===== config.mk =====
export PLATFORM = sky130hd
export DESIGN_NAME = ppu_core
export DESIGN_NICKNAME = d
export VERILOG_FILES = /design/src/ppu_pkg.sv /design/src/frame_timer.sv /design/src/palette_ram.sv /design/src/ppu_core.sv /design/src/ppu_regs.sv /design/src/scroll_addr.sv /design/src/vram_port.sv
export SDC_FILE = /design/constraint.sdc
export NUM_CORES = 1
export LEC_CHECK = 0
export ABC_AREA = 1
export BUFFER_PORTS_ARGS = -buffer_cell sky130_fd_sc_hd__buf_2
export CAP_MARGIN = 30
export CORE_ASPECT_RATIO = 1.1
export CORE_MARGIN = 1
export CORE_UTILIZATION = 40
export CTS_BUF_LIST = sky130_fd_sc_hd__clkbuf_4
export DETAILED_ROUTE_END_ITERATION = 16
export GPL_ROUTABILITY_DRIVEN = 0
export HOLD_SLACK_MARGIN = 0.12
export PLACE_DENSITY_LB_ADDON = 0.25
export REMOVE_ABC_BUFFERS = 1
export SLEW_MARGIN = 20
export SYNTH_ARGS = -nofsm -noshare
export SYNTH_HDL_FRONTEND = slang
export SYNTH_SLANG_ARGS = --single-unit

===== constraint.sdc =====
create_clock -name clk -period 3.4 [get_ports clk]
set_clock_uncertainty 0.15 [all_clocks]
set_input_delay 0.68 -clock clk [delete_from_list [all_inputs] [get_ports clk]]
set_output_delay 0.68 -clock clk [all_outputs]
set_load 0.01 [all_outputs]

===== src/ppu_pkg.sv =====
// ~~~~~~~~~~~~~~~~~~~~~~~~~~~~~~~~~~~~~~~~~~~~~~~~~~~~~~~~~~~~~~~~~~~~~~~~~~
// Shared types for the video processor register side: register numbers,
// write toggle, address and data widths, default frame timing
// ~~~~~~~~~~~~~~~~~~~~~~~~~~~~~~~~~~~~~~~~~~~~~~~~~~~~~~~~~~~~~~~~~~~~~~~~~~
package ppu_pkg;

  // CPU-visible register numbers, 3 and 4 belong to sprite memory (not here)
  typedef enum logic [2:0] {
    reg_ctrl   = 3'd0,  // Control, increment step and NMI enable
    reg_mask   = 3'd1,  // Mask, only grayscale is kept
    reg_status = 3'd2,  // Status, vblank flag in bit 7
    reg_scroll = 3'd5,  // Scroll pair
    reg_addr   = 3'd6,  // Address pair
    reg_data   = 3'd7   // Data port
  } reg_addr_e;

  // Shared first/second write latch of scroll and address registers
  typedef enum logic {
    first_write  = 1'b0,
    second_write = 1'b1
  } toggle_e;

  typedef logic [14:0] vaddr_t;     // Internal address, bits 14:12 fine Y
  typedef logic [13:0] bus_addr_t;  // External video bus
  typedef logic [7:0]  byte_t;
  typedef logic [5:0]  color_t;     // Palette entry
  typedef logic [4:0]  pal_idx_t;   // 32 palette slots
  typedef logic [8:0]  coord_t;     // Cycle and scanline counters

  // Bits 13:8 of an address inside the palette range
  localparam logic [5:0] PAL_PAGE = 6'h3F;

  // Data port step when control bit 2 is set, one tile row
  localparam int ROW_STEP = 32;

  // Full-size frame
  localparam int DEF_LINE_CYCLES   = 341;
  localparam int DEF_VISIBLE_LINES = 240;
  localparam int DEF_VBLANK_LINES  = 20;

endpackage


===== src/frame_timer.sv =====
// ~~~~~~~~~~~~~~~~~~~~~~~~~~~~~~~~~~~~~~~~~~~~~~~~~~~~~~~~~~~~~~~~~~~~~~~~~~
// Frame timer: cycle and scanline counters, vertical blank flag and
// the one-cycle pulses on entering and leaving the blank
// ~~~~~~~~~~~~~~~~~~~~~~~~~~~~~~~~~~~~~~~~~~~~~~~~~~~~~~~~~~~~~~~~~~~~~~~~~~
module frame_timer #(
  parameter int LINE_CYCLES   = ppu_pkg::DEF_LINE_CYCLES,
  parameter int VISIBLE_LINES = ppu_pkg::DEF_VISIBLE_LINES,
  parameter int VBLANK_LINES  = ppu_pkg::DEF_VBLANK_LINES
) (
  input  logic            clk,
  input  logic            reset,
  output ppu_pkg::coord_t cycle,
  output ppu_pkg::coord_t scanline,
  output logic            in_vblank,
  output logic            entering_vblank,
  output logic            exiting_vblank
);

  // Line layout
  // 0 .. VISIBLE_LINES-1             picture
  // VISIBLE_LINES                    idle line, blank starts at its end
  // .. VISIBLE_LINES+VBLANK_LINES    blanking, ends at the last line's end
  // all ones                         pre-render line, then back to 0
  localparam ppu_pkg::coord_t LAST_CYCLE = ppu_pkg::coord_t'(LINE_CYCLES - 1);
  localparam ppu_pkg::coord_t BLANK_START = ppu_pkg::coord_t'(VISIBLE_LINES);
  localparam ppu_pkg::coord_t BLANK_END =
    ppu_pkg::coord_t'(VISIBLE_LINES + VBLANK_LINES);

  logic end_of_line;  // Last cycle of any line

  assign end_of_line     = (cycle == LAST_CYCLE);
  assign entering_vblank = end_of_line && (scanline == BLANK_START);
  assign exiting_vblank  = end_of_line && (scanline == BLANK_END);

  // Cycle within the line
  always_ff @(posedge clk) begin
    if (reset) begin
      cycle <= '0;
    end else begin
      cycle <= end_of_line ? '0 : cycle + 1'b1;
    end
  end

  // Scanline, the pre-render line wraps to 0 by plain overflow
  always_ff @(posedge clk) begin
    if (reset) begin
      scanline  <= '0;
      in_vblank <= 1'b1;  // Starts inside blank, as after power-up
    end else begin
      if (end_of_line) begin
        scanline <= exiting_vblank ? '1 : scanline + 1'b1;
      end
      if (entering_vblank) in_vblank <= 1'b1;
      else if (exiting_vblank) in_vblank <= 1'b0;
    end
  end

endmodule


===== src/palette_ram.sv =====
// ~~~~~~~~~~~~~~~~~~~~~~~~~~~~~~~~~~~~~~~~~~~~~~~~~~~~~~~~~~~~~~~~~~~~~~~~~~
// Palette RAM, 32 by 6, with shared backdrop and write masking
// ~~~~~~~~~~~~~~~~~~~~~~~~~~~~~~~~~~~~~~~~~~~~~~~~~~~~~~~~~~~~~~~~~~~~~~~~~~
module palette_ram (
  input  logic               clk,
  input  ppu_pkg::pal_idx_t  pal_idx,
  input  ppu_pkg::color_t    din,
  input  logic               pal_write,
  output ppu_pkg::color_t    color
);

  ppu_pkg::color_t   mem [0:31];
  ppu_pkg::pal_idx_t eff_idx;   // Index after backdrop folding
  logic              wr_allow;

  // Every color-0 slot reads the common backdrop
  assign eff_idx = (pal_idx[1:0] == 2'b00) ? '0 : pal_idx;

  // Of the color-0 slots only 0 and 16 take writes
  assign wr_allow = !((pal_idx[3:2] != 2'b00) && (pal_idx[1:0] == 2'b00));

  assign color = mem[eff_idx];  // Asynchronous read

  always_ff @(posedge clk) begin
    if (pal_write && wr_allow) begin
      mem[eff_idx] <= din;  // 16 lands on entry 0
    end
  end

endmodule


===== src/ppu_core.sv =====
// ~~~~~~~~~~~~~~~~~~~~~~~~~~~~~~~~~~~~~~~~~~~~~~~~~~~~~~~~~~~~~~~~~~~~~~~~~~
// Video processor CPU side: timer, register decode, scroll and address
// unit, memory port and palette
// ~~~~~~~~~~~~~~~~~~~~~~~~~~~~~~~~~~~~~~~~~~~~~~~~~~~~~~~~~~~~~~~~~~~~~~~~~~
module ppu_core #(
  parameter int LINE_CYCLES   = ppu_pkg::DEF_LINE_CYCLES,
  parameter int VISIBLE_LINES = ppu_pkg::DEF_VISIBLE_LINES,
  parameter int VBLANK_LINES  = ppu_pkg::DEF_VBLANK_LINES
) (
  input  logic                clk,
  input  logic                reset,
  input  ppu_pkg::reg_addr_e  ain,
  input  ppu_pkg::byte_t      din,
  input  logic                read,
  input  logic                write,
  input  ppu_pkg::byte_t      vram_din,
  output ppu_pkg::byte_t      dout,
  output logic                nmi,
  output logic                vram_r,
  output logic                vram_w,
  output ppu_pkg::bus_addr_t  vram_a,
  output ppu_pkg::byte_t      vram_dout,
  output ppu_pkg::coord_t     scanline,
  output ppu_pkg::coord_t     cycle,
  output logic [2:0]          fine_x_scroll
);

  logic entering_vblank, exiting_vblank;
  logic ctrl_write, scroll_write, addr_write, data_access;
  logic status_read, data_read, data_write;
  logic increment_row;
  logic in_pal, pal_write;
  ppu_pkg::vaddr_t   vaddr;
  ppu_pkg::pal_idx_t pal_idx;
  ppu_pkg::byte_t    buffered;
  ppu_pkg::color_t   color;

  frame_timer #(
    .LINE_CYCLES(LINE_CYCLES),
    .VISIBLE_LINES(VISIBLE_LINES),
    .VBLANK_LINES(VBLANK_LINES)
  ) timer (
    .clk, .reset, .cycle, .scanline, .in_vblank(), .entering_vblank, .exiting_vblank
  );

  ppu_regs regs (
    .clk, .reset, .ain, .din, .read, .write, .entering_vblank, .exiting_vblank,
    .in_pal, .buffered, .color, .dout, .nmi, .increment_row, .ctrl_write,
    .scroll_write, .addr_write, .data_access, .status_read, .data_read, .data_write
  );

  scroll_addr scroll (
    .clk, .reset, .din, .ctrl_write, .scroll_write, .addr_write, .data_access,
    .status_read, .increment_row, .vaddr, .fine_x_scroll
  );

  vram_port mem_port (
    .clk, .reset, .vaddr, .data_read, .data_write, .din, .vram_din, .vram_a,
    .vram_r, .vram_w, .vram_dout, .in_pal, .pal_write, .pal_idx, .buffered
  );

  // Palette sees only the low 6 bits of the CPU byte
  palette_ram palette (
    .clk, .pal_idx, .din(din[5:0]), .pal_write, .color
  );

endmodule


===== src/ppu_regs.sv =====
// ~~~~~~~~~~~~~~~~~~~~~~~~~~~~~~~~~~~~~~~~~~~~~~~~~~~~~~~~~~~~~~~~~~~~~~~~~~
// Register decode: access strobes, control and mask bits, vblank flag,
// NMI output and the CPU read-data mux
// ~~~~~~~~~~~~~~~~~~~~~~~~~~~~~~~~~~~~~~~~~~~~~~~~~~~~~~~~~~~~~~~~~~~~~~~~~~
module ppu_regs (
  input  logic               clk,
  input  logic               reset,
  input  ppu_pkg::reg_addr_e ain,
  input  ppu_pkg::byte_t     din,
  input  logic               read,
  input  logic               write,
  input  logic               entering_vblank,
  input  logic               exiting_vblank,
  input  logic               in_pal,    // Current address is in palette range
  input  ppu_pkg::byte_t     buffered,  // Read buffer from the memory port
  input  ppu_pkg::color_t    color,     // Palette entry at current address
  output ppu_pkg::byte_t     dout,
  output logic               nmi,
  output logic               increment_row,
  output logic               ctrl_write,
  output logic               scroll_write,
  output logic               addr_write,
  output logic               data_access,
  output logic               status_read,
  output logic               data_read,
  output logic               data_write
);

  logic nmi_enable;   // Control bit 7
  logic grayscale;    // Mask bit 0
  logic vblank_flag;  // Status bit 7

  // One strobe per register access
  assign ctrl_write   = write && (ain == ppu_pkg::reg_ctrl);
  assign scroll_write = write && (ain == ppu_pkg::reg_scroll);
  assign addr_write   = write && (ain == ppu_pkg::reg_addr);
  assign data_write   = write && (ain == ppu_pkg::reg_data);
  assign data_read    = read && (ain == ppu_pkg::reg_data);
  assign status_read  = read && (ain == ppu_pkg::reg_status);
  assign data_access  = data_read || data_write;  // Either one bumps the address

  always_ff @(posedge clk) begin
    if (reset) begin
      increment_row <= 1'b0;
      nmi_enable    <= 1'b0;
      grayscale     <= 1'b0;
      vblank_flag   <= 1'b0;
    end else begin
      if (ctrl_write) begin
        increment_row <= din[2];
        nmi_enable    <= din[7];
      end
      if (write && (ain == ppu_pkg::reg_mask)) grayscale <= din[0];
      // A status read in the same cycle as the set pulse wins
      if (exiting_vblank) vblank_flag <= 1'b0;
      if (entering_vblank) vblank_flag <= 1'b1;
      if (status_read) vblank_flag <= 1'b0;
    end
  end

  assign nmi = vblank_flag && nmi_enable;

  // Read mux, zero when no read is under way
  always_comb begin
    dout = '0;
    if (read) begin
      case (ain)
        ppu_pkg::reg_status: dout = {vblank_flag, 7'b0};
        ppu_pkg::reg_data:
          if (in_pal) dout = {2'b00, color[5:4], grayscale ? 4'b0 : color[3:0]};
          else        dout = buffered;  // Last latched memory byte
        default: dout = '0;
      endcase
    end
  end

endmodule


===== src/scroll_addr.sv =====
// ~~~~~~~~~~~~~~~~~~~~~~~~~~~~~~~~~~~~~~~~~~~~~~~~~~~~~~~~~~~~~~~~~~~~~~~~~~
// Scroll and address pair: temporary and current address, fine X and
// the write toggle shared by both register pairs
// ~~~~~~~~~~~~~~~~~~~~~~~~~~~~~~~~~~~~~~~~~~~~~~~~~~~~~~~~~~~~~~~~~~~~~~~~~~
module scroll_addr (
  input  logic             clk,
  input  logic             reset,
  input  ppu_pkg::byte_t   din,
  input  logic             ctrl_write,
  input  logic             scroll_write,
  input  logic             addr_write,
  input  logic             data_access,
  input  logic             status_read,
  input  logic             increment_row,  // Step by a row instead of 1
  output ppu_pkg::vaddr_t  vaddr,
  output logic [2:0]       fine_x_scroll
);

  // Address bit map
  // 14:12 fine Y, 11:10 name table, 9:5 coarse Y, 4:0 coarse X
  ppu_pkg::vaddr_t  tmp_addr;  // Loaded piecewise by the CPU
  ppu_pkg::vaddr_t  cur_addr;  // Used by the data port
  logic [2:0]       fine_x;
  ppu_pkg::toggle_e toggle;
  ppu_pkg::vaddr_t  step;

  assign step = increment_row ? ppu_pkg::vaddr_t'(ppu_pkg::ROW_STEP)
                              : ppu_pkg::vaddr_t'(1);

  always_ff @(posedge clk) begin
    if (reset) begin
      tmp_addr <= '0;
      cur_addr <= '0;
      fine_x   <= '0;
      toggle   <= ppu_pkg::first_write;
    end else begin
      // Name-table select from control bits 1:0
      if (ctrl_write) tmp_addr[11:10] <= din[1:0];

      if (scroll_write) begin
        if (toggle == ppu_pkg::first_write) begin
          tmp_addr[4:0] <= din[7:3];    // Coarse X
          fine_x        <= din[2:0];
        end else begin
          tmp_addr[9:5]   <= din[7:3];  // Coarse Y
          tmp_addr[14:12] <= din[2:0];  // Fine Y
        end
      end

      if (addr_write) begin
        if (toggle == ppu_pkg::first_write) begin
          tmp_addr[13:8] <= din[5:0];  // High byte, only 6 bits
          tmp_addr[14]   <= 1'b0;
        end else begin
          tmp_addr[7:0] <= din;
          cur_addr      <= {tmp_addr[14:8], din};  // Transfer on second write
        end
      end

      // Both pairs share the latch
      if (scroll_write || addr_write) begin
        toggle <= (toggle == ppu_pkg::first_write) ? ppu_pkg::second_write
                                                   : ppu_pkg::first_write;
      end
      if (status_read) toggle <= ppu_pkg::first_write;

      if (data_access) cur_addr <= cur_addr + step;
    end
  end

  assign vaddr         = cur_addr;
  assign fine_x_scroll = fine_x;

endmodule


===== src/vram_port.sv =====
// ~~~~~~~~~~~~~~~~~~~~~~~~~~~~~~~~~~~~~~~~~~~~~~~~~~~~~~~~~~~~~~~~~~~~~~~~~~
// Data port: palette-range decode, video memory strobes and the
// buffered read latch for the one-cycle memory latency
// ~~~~~~~~~~~~~~~~~~~~~~~~~~~~~~~~~~~~~~~~~~~~~~~~~~~~~~~~~~~~~~~~~~~~~~~~~~
module vram_port (
  input  logic                clk,
  input  logic                reset,
  input  ppu_pkg::vaddr_t     vaddr,
  input  logic                data_read,
  input  logic                data_write,
  input  ppu_pkg::byte_t      din,
  input  ppu_pkg::byte_t      vram_din,
  output ppu_pkg::bus_addr_t  vram_a,
  output logic                vram_r,
  output logic                vram_w,
  output ppu_pkg::byte_t      vram_dout,
  output logic                in_pal,
  output logic                pal_write,
  output ppu_pkg::pal_idx_t   pal_idx,
  output ppu_pkg::byte_t      buffered
);

  logic read_pending;  // Memory answers in the cycle after vram_r

  // 3F00-3FFF goes to the palette, mirrored every 32 bytes
  assign in_pal  = (vaddr[13:8] == ppu_pkg::PAL_PAGE);
  assign pal_idx = vaddr[4:0];

  assign vram_a    = vaddr[13:0];  // Bit 14 never leaves the chip
  assign vram_dout = din;
  assign vram_r    = data_read && !in_pal;
  assign vram_w    = data_write && !in_pal;
  assign pal_write = data_write && in_pal;

  always_ff @(posedge clk) begin
    if (reset) read_pending <= 1'b0;
    else read_pending <= vram_r;
  end

  // Buffer holds the byte until the next memory read lands
  always_ff @(posedge clk) begin
    if (read_pending) begin
      buffered <= vram_din;
    end
  end

endmodule

==> metrics.md, run 1 <==
| Metric | Value |
|---|---|
| Netlist cell types | `between 40 and 50` |
| Die Width | `roughly 150 um` |
| Final hold viol count | `0` |
| Antenna Nets Post-Route | `0` |
| Worst path arrival time | `about 2.4 ns` |
| Routed vias | `7567` |
| Worst Tran Pin Value | `just over 0.7 ns` |
| Worst Hold End | `scroll.vaddr[7]$_SDFFE_PP0P_` |
| Synth Register Bits | `between 200 and 250` |
| Warnings, synthesis | `0` |
| Setup TNS | `0 ns` |
| Primary FF master, synth | `edfxtp_1` |
| Layout Utilization | `47.6%` |
| Post-route setup slack | `~0.13 ns` |
| WL/cell | `~17 um` |
| Crit Path Class | `flip-flop to primary output` |
| Total Nets Final | `around 1200` |
| Worst-path clk slew | `about 0.060 ns` |
| RSZ-0062 raised after global routing | `yes` |
| Clk Latency, worst-skew pair | `about 0.66 ns` |
| Maximum vdd drop | `between 0.2 and 0.3 mV` |
| HPWL after DPL | `approximately 17 mm` |
| Post-synthesis simple-gate area fraction | `23.7%` |
| Critical path fanouts, max | `8` |
| Worst slew margin | `approximately half` |
| Root Driver | `clkbuf_4` |
| Global route overflow | `0` |
| Largest family of logic cells by synthesized area | `simple AND/OR/NAND/NOR gates` |
| DR pass1 iterations | `7` |
| Clk sinks | `210` |
| Port Buffers | `76` |
| Mean Syn Cell Area | `~9.3 um2` |
| Period Utilization, post-route | `a little over nine tenths` |
| Mux share of post-synthesis cell area | `0.118%` |
| First-pass GRT wire length | `approximately 40 mm` |
| Cell area power density | `roughly 450 mW/mm2` |
| Power Total | `just over 5 mW` |
| Num CTS Buffers | `54` |
| Footprint of the multi-input gates | `0.00312 mm2` |
| Die footprint | `roughly 0.025 mm2` |
| Drt via density | `approximately 5` |
| Clock buffer depth | `3` |
| Post-Place Setup Slack | `0.306 ns` |
| FF-to-FF path depth | `6` |
| Largest net degree at the start of global routing | `32` |
| Initial DRC Count | `about 550` |
| Count leader, synth | `nand2_1` |
| Reg-to-reg endpoint | `palette.mem[14][1]$_DFFE_PP_` |
| Compound-cell area share of the yosys netlist | `approximately 6%` |
| Io pins | `77` |
| Leak | `~4.6 nW` |
| Worst min path class | `input port to flip-flop` |
| Worst setup EP type | `primary output` |
| Fillers | `about 2200` |
| Total wire length | `~26 mm` |
| Synth area leader | `edfxtp_1` |
| Layout cells sized above 1 | `19.9%` |
| Area added between synthesis and finish | `17.2%` |
| CTS tree | `built` |
| GRT Resource Usage Total | `21.4%` |
| Chip height | `roughly 160 um` |
| Finished Layout Cells | `approximately 1500` |
| Flip-flop and latch area | `a little under 0.006 mm2` |
| Status | `completed` |
| Post-synth EDFFs | `between 150 and 200` |
| Dominant cells by area after synthesis | `edfxtp_1 51%, dfxtp_1 9.8%, nand2_1 8.9%, nor2_1 6.7%, inv_1 4.5%` |
| Mapped Cells | `1025` |
| Final slew viol count | `0` |
| Cells after DPL | `about 1400` |
| Top-area cell type share of the netlist area | `around half` |
| Req. time, crit path | `around 2.6 ns` |
| FF-to-FF Start | `scroll.vaddr[9]$_SDFFE_PP0P_` |
| Synth Area in XOR/XNOR | `less than 1%` |
| Area of the core | `between 0.02 and 0.025 mm2` |
| Core Rows | `59` |
| Worst Hold Launch | `din[7]` |
| Number of global-route vias before repair | `around 7300` |
| Final setup vio count | `0` |
| Post-Synthesis Cell Area | `between 0.009 and 0.01 mm2` |
| Drt drc | `0` |
| Type of element launching the critical path | `flip-flop` |
| Max-Cap Viols | `0` |
| Adder-cell share of the synthesized area | `less than 1%` |
| Synth top cells by count | `228 x nand2_1, 171 x nor2_1, 163 x edfxtp_1` |
| Initial Util | `40.7%` |
| Highest Clock Rate | `between 300 and 400 MHz` |
| R2r setup slk | `approximately 0.74 ns` |
| H-tree levels | `2` |
| Hold Path Depth | `3` |
| Initial antenna violation count | `1` |
| Sequential fraction of the synthesis area | `between 60% and 70%` |
| Asr flop ratio synth | `0%` |
| Crit path time final | `~3.3 ns` |
-- where the power goes --
| group | leakage, nW | internal [mW] | switching [mW] |
|---|---|---|---|
| combinational | 2.34 | 0.0782 | 0.161 |
| sequential | 1.85 | 2.78 | 0.0155 |
| clock | 0.391 | 1.05 | 0.996 |
-- state kept, by name, summed over array words and instances (netlist names) --
| name | flops |
|---|---|
| palette.mem | 155 |
| scroll.vaddr | 14 |
| timer.cycle | 9 |
| timer.scanline | 9 |
| mem_port.buffered | 8 |
| scroll.tmp_addr | 6 |
| scroll.fine_x_scroll | 3 |
| mem_port.read_pending | 1 |
| regs.grayscale | 1 |
| regs.increment_row | 1 |
| regs.nmi_enable | 1 |
| regs.vblank_flag | 1 |
| scroll.toggle | 1 |
-- logic make-up after synthesis --
| logic type | count (synthesis) |
|---|---|
| multiplexers | 1 |
| AND/OR/NAND/NOR | 532 |
| flip-flops | 210 |
| other | 1 |
| AO/OA/AOI/OAI | 103 |
| XOR/XNOR | 10 |
| adder cells (fa/ha/maj) | 7 |
| buffers and inverters | 161 |
-- cells in the final DEF (no fill, tap or decap), types with 11 or more instances in the layout --
master,count
a21oi_1,29
a31oi_1,11
buf_2,76
buf_4,33
clkbuf_4,78
dfxtp_1,45
edfxtp_1,163
inv_1,114
nand2_1,226
nand3_1,73
nor2_1,167
o21ai_0,41
or2_2,11
-- worst max path at each step --
stage,slack (ns),startpoint,end
final,0.13,scroll.vaddr[0]$_SDFFE_PP0P_,dout[2]
after global routing,-0.03,scroll.vaddr[0]$_SDFFE_PP0P_,dout[2]
after CTS,0.02,scroll.vaddr[0]$_SDFFE_PP0P_,dout[2]
after detailed placement,0.31,scroll.vaddr[1]$_SDFFE_PP0P_,dout[1]
after global placement,0.36,scroll.vaddr[1]$_SDFFE_PP0P_,dout[5]
after floorplan,0.33,scroll.vaddr[0]$_SDFFE_PP0P_,dout[0]
-- layout make-up --
type,instances,share of cell area [%]
clock inverter,14,0.502
tap,305,3.40
clock buffer,78,5.22
antenna,1,0.0223
sequential,210,52.1
timing repair buffer,121,6.79
multi-input combinational,659,27.8
inverter,123,4.21
-- per-layer routing --
layer | routed length [um] | GRT usage, % | part of all wire (%)
met5 | 0 | 0 | 0
met4 | 732 | 8.86 | 2.8
met3 | 1670 | 4.47 | 6.5
met2 | 12300 | 35.5 | 48
met1 | 11100 | 27.1 | 43
-- worst max-delay path, cell delays in order (launching register included) --
cell and delay [ns]:
dfxtp_4 0.38, buf_4 0.18, nor2_1 0.40, nand2_1 0.09
nand2_1 0.08, nor2_1 0.05, nor2_1 0.09, nand2_1 0.06
nand2_1 0.07, nand2_1 0.07, nand3_1 0.07, nand2_1 0.09
buf_2 0.15
-- stage by stage --
stage / instance area [um2] / hold slack [ns]
after global placement: 10300 / 0.299
after detailed placement: 10300 / 0.303
final: 11200 / 0.186
after floorplan: 9350 / 0.299
after CTS: 11100 / 0.148
after global routing: 11200 / 0.176
-- repair_timing --
| item | CTS | global route |
|---|---|---|
| buffers inserted | 2 | 6 |
| pin swaps | 0 | 2 |
| gates resized for setup | 13 | 12 |
| setup endpoints to repair | 6 | 7 |
| gates cloned | 0 | 1 |
| endpoints found under the hold margin | 8 | 0 |
| hold buffers | 8 | 0 |
Power figures use the tool's default switching activity.
==> run 2, diff against run 1 <==
Settings changed: CORE_MARGIN 1 to 3.
==> run 2 against run 1 <==
Flip-flop and latch count is the same. Non-clock buffer count shrank 2. Routed wire length shrank 2.4%. Cell area shrank 0.22%. Hold slack gained 0.0069 ns. Fmax grew 0.93%. Critical path type unchanged.
==> metrics.md, run 2 (synthesis results as in run 1) <==
| Metric | Value |
|---|---|
| WL/cell | `16.7 um (-2.2%)` |
| GRT Resource Usage Total | `19.0% (-2.4 points)` |
| Top reg by flops | `palette.mem` |
| Crit Path Class | `flip-flop to primary output` |
| Type of element launching the critical path | `flip-flop` |
| Max-Cap Viols | `0 (unchanged)` |
| Req. time, crit path | `2.57 ns (about the same)` |
| Root Driver | `clkbuf_4` |
| Num CTS Buffers | `54 (unchanged)` |
| Worst path arrival time | `2.41 ns (-0.03 ns)` |
| Critical path fanouts, max | `8 (unchanged)` |
| Die footprint | `0.0258 mm2 (+5.2%)` |
| Drt via density | `4.99 (-0.42%)` |
| Port Buffers | `76 (unchanged)` |
| Clock buffer depth | `3 (unchanged)` |
| Worst Tran Pin Value | `0.725 ns (-0.000354 ns)` |
| Number of flip-flops in the largest register | `155 (unchanged)` |
| Drt drc | `0 (unchanged)` |
| Worst setup EP type | `primary output` |
| DR pass1 iterations | `5 (-2)` |
| Core Rows | `58 (-1.7%)` |
| Inserted Diodes | `0 (-1)` |
| Final hold viol count | `0 (unchanged)` |
| Routed vias | `7520 (-0.62%)` |
| RSZ-0062 raised after global routing | `no` |
| Commonest non-fill, non-tap cells in the layout | `226 x nand2_1, 167 x nor2_1, 163 x edfxtp_1` |
| Cell area power density | `459 mW/mm2 (+1.4%)` |
| Layout cells sized above 1 | `19.8% (-0.13 points)` |
| Leak | `4.61 nW (+0.51%)` |
| Final setup vio count | `0 (unchanged)` |
| Highest Clock Rate | `309 MHz (+0.93%)` |
| Setup TNS | `0 ns (unchanged)` |
| Area of the core | `0.0232 mm2 (-1.4%)` |
| Worst min path class | `input port to flip-flop` |
| Initial Util | `41.2% (+0.57 points)` |
| First-pass GRT wire length | `39.1 mm (-1.5%)` |
| Io pins | `77 (unchanged)` |
| Cells after DPL | `1394 (-0.50%)` |
| Finished Layout Cells | `1508 (-0.20%)` |
| Period Utilization, post-route | `95.2% (-0.89 points)` |
| Maximum vdd drop | `0.192 mV (-26%)` |
| Area added between synthesis and finish | `16.9%` |
| Initial antenna violation count | `0 (-1)` |
| Worst-path clk slew | `0.07 ns (about the same)` |
| Total wire length | `25.2 mm (-2.4%)` |
| HPWL after DPL | `16.7 mm (-1.8%)` |
| Worst slew margin | `51.7% (+0.40 points)` |
| Status | `completed` |
| Die Width | `154 um (+2.7%)` |
| Largest net degree at the start of global routing | `32 (unchanged)` |
| Clk Latency, worst-skew pair | `0.67 ns (about the same)` |
| Clk sinks | `210 (unchanged)` |
| Final slew viol count | `0 (unchanged)` |
| Number of global-route vias before repair | `7155 (-2.1%)` |
| Initial DRC Count | `485 (-11%)` |
| Global route overflow | `0 (unchanged)` |
| Chip height | `168 um (+2.4%)` |
| CTS tree | `built` |
| H-tree levels | `2 (unchanged)` |
| Total Nets Final | `1196 (-0.25%)` |
| Antenna Nets Post-Route | `0 (unchanged)` |
| Commonest non-fill, non-tap cell in the layout | `nand2_1` |
| Crit path time final | `3.24 ns (-0.0302 ns)` |
run 2: cell types whose count changed in the layout (fill, tap and decap cells not counted), sizes merged:
cell	before	now
buf	113	111
clkbuf	78	82
clkinv	13	15
diode	1	0
nor2	178	177
run 2: layer usage:
metal  share of wire, %  GRT usage, %
met1                 45          26.0
met2                 47          30.8
met3                7.6          4.50
met4                1.4          4.76
met5                  0             0
run 2: through the flow:
stage	hold slack, ns	total power, mW	area [um2]	utilization [%]	setup WS, ns
final	0.193	5.13	11200	48.2	0.163
after global routing	0.146	5.36	11200	48.2	0.00326
after CTS	0.133	5.20	11100	47.7	-0.0107
after detailed placement	0.309	3.08	10300	44.4	0.439
after global placement	0.316	3.07	10300	44.4	0.572
after floorplan	0.299	2.94	9350	-	0.335
run 2: repair_timing:
action | 4_1_cts | 5_1_grt
hold buffers | 8 | 0
hold endpoints to repair | 8 | 0
endpoints found under the setup margin | 3 | 7
pin swaps | 0 | 1
resized for setup | 2 | 22
buffers inserted | 0 | 8
run 2: layout make-up:
cell class | count | area, um2
clock buffer | 82 | 616
clock inverter | 16 | 62.6
fill | 2241 | 12000
inverter | 123 | 470
multi-input combinational | 658 | 3070
sequential | 210 | 5840
tap | 300 | 375
timing repair buffer | 119 | 756
run 2: worst paths after layout:
path,to,start,depth (start not counted),slack [ns]
worst max register to register,palette.mem[22][3]$_DFFE_PP_,scroll.vaddr[9]$_SDFFE_PP0P_,6,0.67
worst min register to register,scroll.fine_x_scroll[0]$_SDFFE_PP0P_,scroll.fine_x_scroll[0]$_SDFFE_PP0P_,2,0.32
worst max-delay path,dout[4],scroll.vaddr[0]$_SDFFE_PP0P_,12,0.16
worst min-delay path,scroll.vaddr[7]$_SDFFE_PP0P_,din[7],3,0.19
run 2: worst max-delay path: stages, from the launching register on:
cell and delay [ns]:
dfxtp_4 0.39, inv_2 0.05, nand2_2 0.17, buf_4 0.20
nor2_1 0.05, nor2_1 0.15, nand3_1 0.13, nand2_1 0.10
nand3_1 0.10, nand3_1 0.17, nand2_1 0.09, inv_1 0.05
buf_2 0.12
run 2: where the power goes:
| part | internal, mW | switching (mW) |
|---|---|---|
| registers | 2.78 | 0.0151 |
| clock network | 1.10 | 1.01 |
| logic | 0.0780 | 0.159 |
==> run 3, diff against run 2 <==
Settings changed: REMOVE_ABC_BUFFERS 1 to not set.
==> run 3 against run 2 <==
Critical path depth down 2. Clock-buffer cell count increased by 11. Global-route usage rose by 1.2 points. Flip-flop and latch count unchanged. Combinational power is essentially flat. Setup slack got worse by 0.013 ns. Final cell count barely moved. Clock power is 10% higher. Largest cell class unchanged. Hold slack got worse by 0.041 ns. Die area stayed put.
==> metrics.md, run 3 (synthesis results as in run 1) <==
| Metric | Value |
|---|---|
| Status | `completed` |
| Crit path time final | `3.25 ns (+0.0134 ns)` |
| Initial antenna violation count | `1 (+1)` |
| Met3 Track Usage GR | `4.68% (+0.18 points)` |
| Commonest non-fill, non-tap cell in the layout | `nand2_1` |
| Commonest non-fill, non-tap cells in the layout | `226 x nand2_1, 165 x nor2_1, 163 x edfxtp_1` |
| Number of flip-flops in the largest register | `155 (unchanged)` |
| Antenna Nets Post-Route | `0 (unchanged)` |
| Worst slew margin | `52.5% (+0.81 points)` |
| Comb power frac | `4.5% (about the same)` |
| Drt drc | `0 (unchanged)` |
| Layout cells sized above 1 | `20.7% (+0.89 points)` |
| Type of element launching the critical path | `flip-flop` |
| Initial DRC Count | `677 (+40%)` |
| M2 GR Usage | `34.1% (+3.3 points)` |
| Leak | `4.64 nW (+0.72%)` |
| Cell family with most CP delay | `simple AND/OR/NAND/NOR gates` |
| Clock buffer depth | `3 (unchanged)` |
| Maximum vdd drop | `0.304 mV (+58%)` |
| FF-to-FF Start | `scroll.vaddr[9]$_SDFFE_PP0P_` |
| Worst min path class | `input port to flip-flop` |
| Worst path arrival time | `2.42 ns (about the same)` |
| Inserted Diodes | `0 (unchanged)` |
| Slowest stage cell on the critical path | `dfxtp_4` |
| Final slew viol count | `0 (unchanged)` |
| Layout Utilization | `48.7% (+0.46 points)` |
| Fillers | `2260 (+0.85%)` |
| CTS tree | `built` |
| Port Buffers | `76 (unchanged)` |
| Worst Hold Launch | `din[7]` |
| R2r setup slk | `0.60 ns (-0.07 ns)` |
| Routed vias | `7652 (+1.8%)` |
| Area of the core | `0.0232 mm2 (unchanged)` |
| Die footprint | `0.0258 mm2 (unchanged)` |
| First-pass GRT wire length | `41.5 mm (+6.3%)` |
| GRT Resource Usage Total | `20.3% (+1.2 points)` |
| WHS | `0.152 ns (-0.0407 ns)` |
| WL/cell | `17.5 um (+4.7%)` |
| HPWL after DPL | `17.7 mm (+5.9%)` |
| Hold Path Depth | `3 (unchanged)` |
| Reg-to-reg endpoint | `palette.mem[7][0]$_DFFE_PP_` |
| Met1 Use GR | `25.8% (-0.19 points)` |
| Final hold viol count | `0 (unchanged)` |
| Root Driver | `clkbuf_4` |
| Worst Hold End | `scroll.vaddr[7]$_SDFFE_PP0P_` |
| Cell area power density | `473 mW/mm2 (+3.2%)` |
| CP bufs+invs | `3 (-1)` |
| Area added between synthesis and finish | `18.0%` |
| Chip height | `168 um (unchanged)` |
| H-tree levels | `2 (unchanged)` |
| Total wire length | `26.4 mm (+4.8%)` |
| Clk network pwr share | `43.3% (+2.3 points)` |
| Total Nets Final | `1194 (-0.17%)` |
| Drt via density | `5.07 (+1.7%)` |
| Die Width | `154 um (unchanged)` |
| Cell Chain, Critical Path | `buf_12, nand2_2, clkbuf_16, o22ai_1, nor2_1, nor2_1, nand2_1, nand3_1, nand2_1, buf_2` |
| Footprint of the multi-input gates | `0.00309 mm2 (+0.61%)` |
| Num CTS Buffers | `56 (+3.7%)` |
| Worst path max stage delay | `0.40 ns (about the same)` |
| Setup TNS | `0 ns (unchanged)` |
| Clk Latency, worst-skew pair | `0.69 ns (+0.02 ns)` |
| Req. time, crit path | `2.57 ns (about the same)` |
| Global route overflow | `0 (unchanged)` |
| Critical path fanouts, max | `15 (+7)` |
| Clk sinks | `210 (unchanged)` |
| Net switching power | `1.19 mW (+1.2%)` |
| Sw Share | `22.3% (-0.67 points)` |
| GRT Max-Usage Layer | `met2` |
| Core Rows | `58 (unchanged)` |
| Highest Clock Rate | `308 MHz (-0.41%)` |
| Flip-flop and latch area | `0.00584 mm2 (about the same)` |
| DR pass1 iterations | `5 (unchanged)` |
| Worst Tran Pin Value | `0.713 ns (-0.0122 ns)` |
| Largest net degree at the start of global routing | `31 (-3.1%)` |
| Flop pwr share | `52.2% (-2.2 points)` |
| Io pins | `77 (unchanged)` |
| Max-Cap Viols | `0 (unchanged)` |
| Top reg by flops | `palette.mem` |
| Initial Util | `41.2% (unchanged)` |
| Internal Power | `4.16 mW (+5.1%)` |
| Period Utilization, post-route | `95.6% (+0.40 points)` |
| Worst setup EP type | `primary output` |
| FF-to-FF path depth | `6 (unchanged)` |
| Worst-path clk slew | `0.06 ns (about the same)` |
| Number of global-route vias before repair | `7606 (+6.3%)` |
| Crit Path Class | `flip-flop to primary output` |
| Final setup vio count | `0 (unchanged)` |
run 3: worst reg2reg max path, delay by kind of cell, from the launching register on:
kind,cells,cell delay [ns]
and+or+nand+nor,6,1.87
DFF,1,0.38
run 3: per-stage QoR:
step	power (mW)	cell area, um2	setup slack, ns	std cells
CTS	5.40	11200	-0.00459	1506
floorplan	2.96	9590	0.975	1029
finish	5.35	11300	0.150	1509
detailed placement	3.08	10300	0.463	1389
global placement	3.07	10300	0.455	1389
global route	5.56	11300	-0.00239	1509
run 3: power by group through the flow:
stage	Clock, mW	Combinational, mW	Sequential [mW]
detailed placement	0	0.226	2.85
CTS	2.37	0.234	2.79
global route	2.50	0.266	2.79
global placement	0	0.224	2.85
floorplan	0	0.116	2.85
finish	2.32	0.239	2.79
run 3: layout make-up:
class                      count  area share, %
inverter                     123           4.21
tap                          300           3.32
multi-input combinational    658           27.4
clock buffer                  93           6.18
clock inverter                10          0.576
timing repair buffer         115           6.66
sequential                   210           51.7
run 3: per-layer routing:
layer	part of all wire [%]	up-vias
li1	-	3702
met1	42	3605
met2	48	305
met3	7.6	40
met4	2.5	0
met5	0	-
run 3: worst max path at each step:
stage                                      start  cells past startpoint                     endpoint  slack (ns)
finish              scroll.vaddr[1]$_SDFFE_PP0P_                     10                      dout[1]        0.15
global route        scroll.vaddr[1]$_SDFFE_PP0P_                     11                      dout[1]      -0.002
CTS                 scroll.vaddr[0]$_SDFFE_PP0P_                     11                      dout[2]      -0.005
detailed placement  scroll.vaddr[1]$_SDFFE_PP0P_                     10                      dout[5]        0.46
global placement                          ain[2]                      7  palette.mem[7][1]$_DFFE_PP_        0.46
floorplan                                 ain[0]                      6                      dout[6]        0.97
run 3: timing repair:
| action | 4_1_cts | 5_1_grt |
|---|---|---|
| setup buffers | 6 | 2 |
| hold buffers | 8 | 0 |
| gates cloned | 0 | 1 |
| setup endpoints to repair | 6 | 8 |
| pin swaps | 1 | 2 |
| gates resized for setup | 9 | 18 |
| hold endpoints to repair | 8 | 0 |
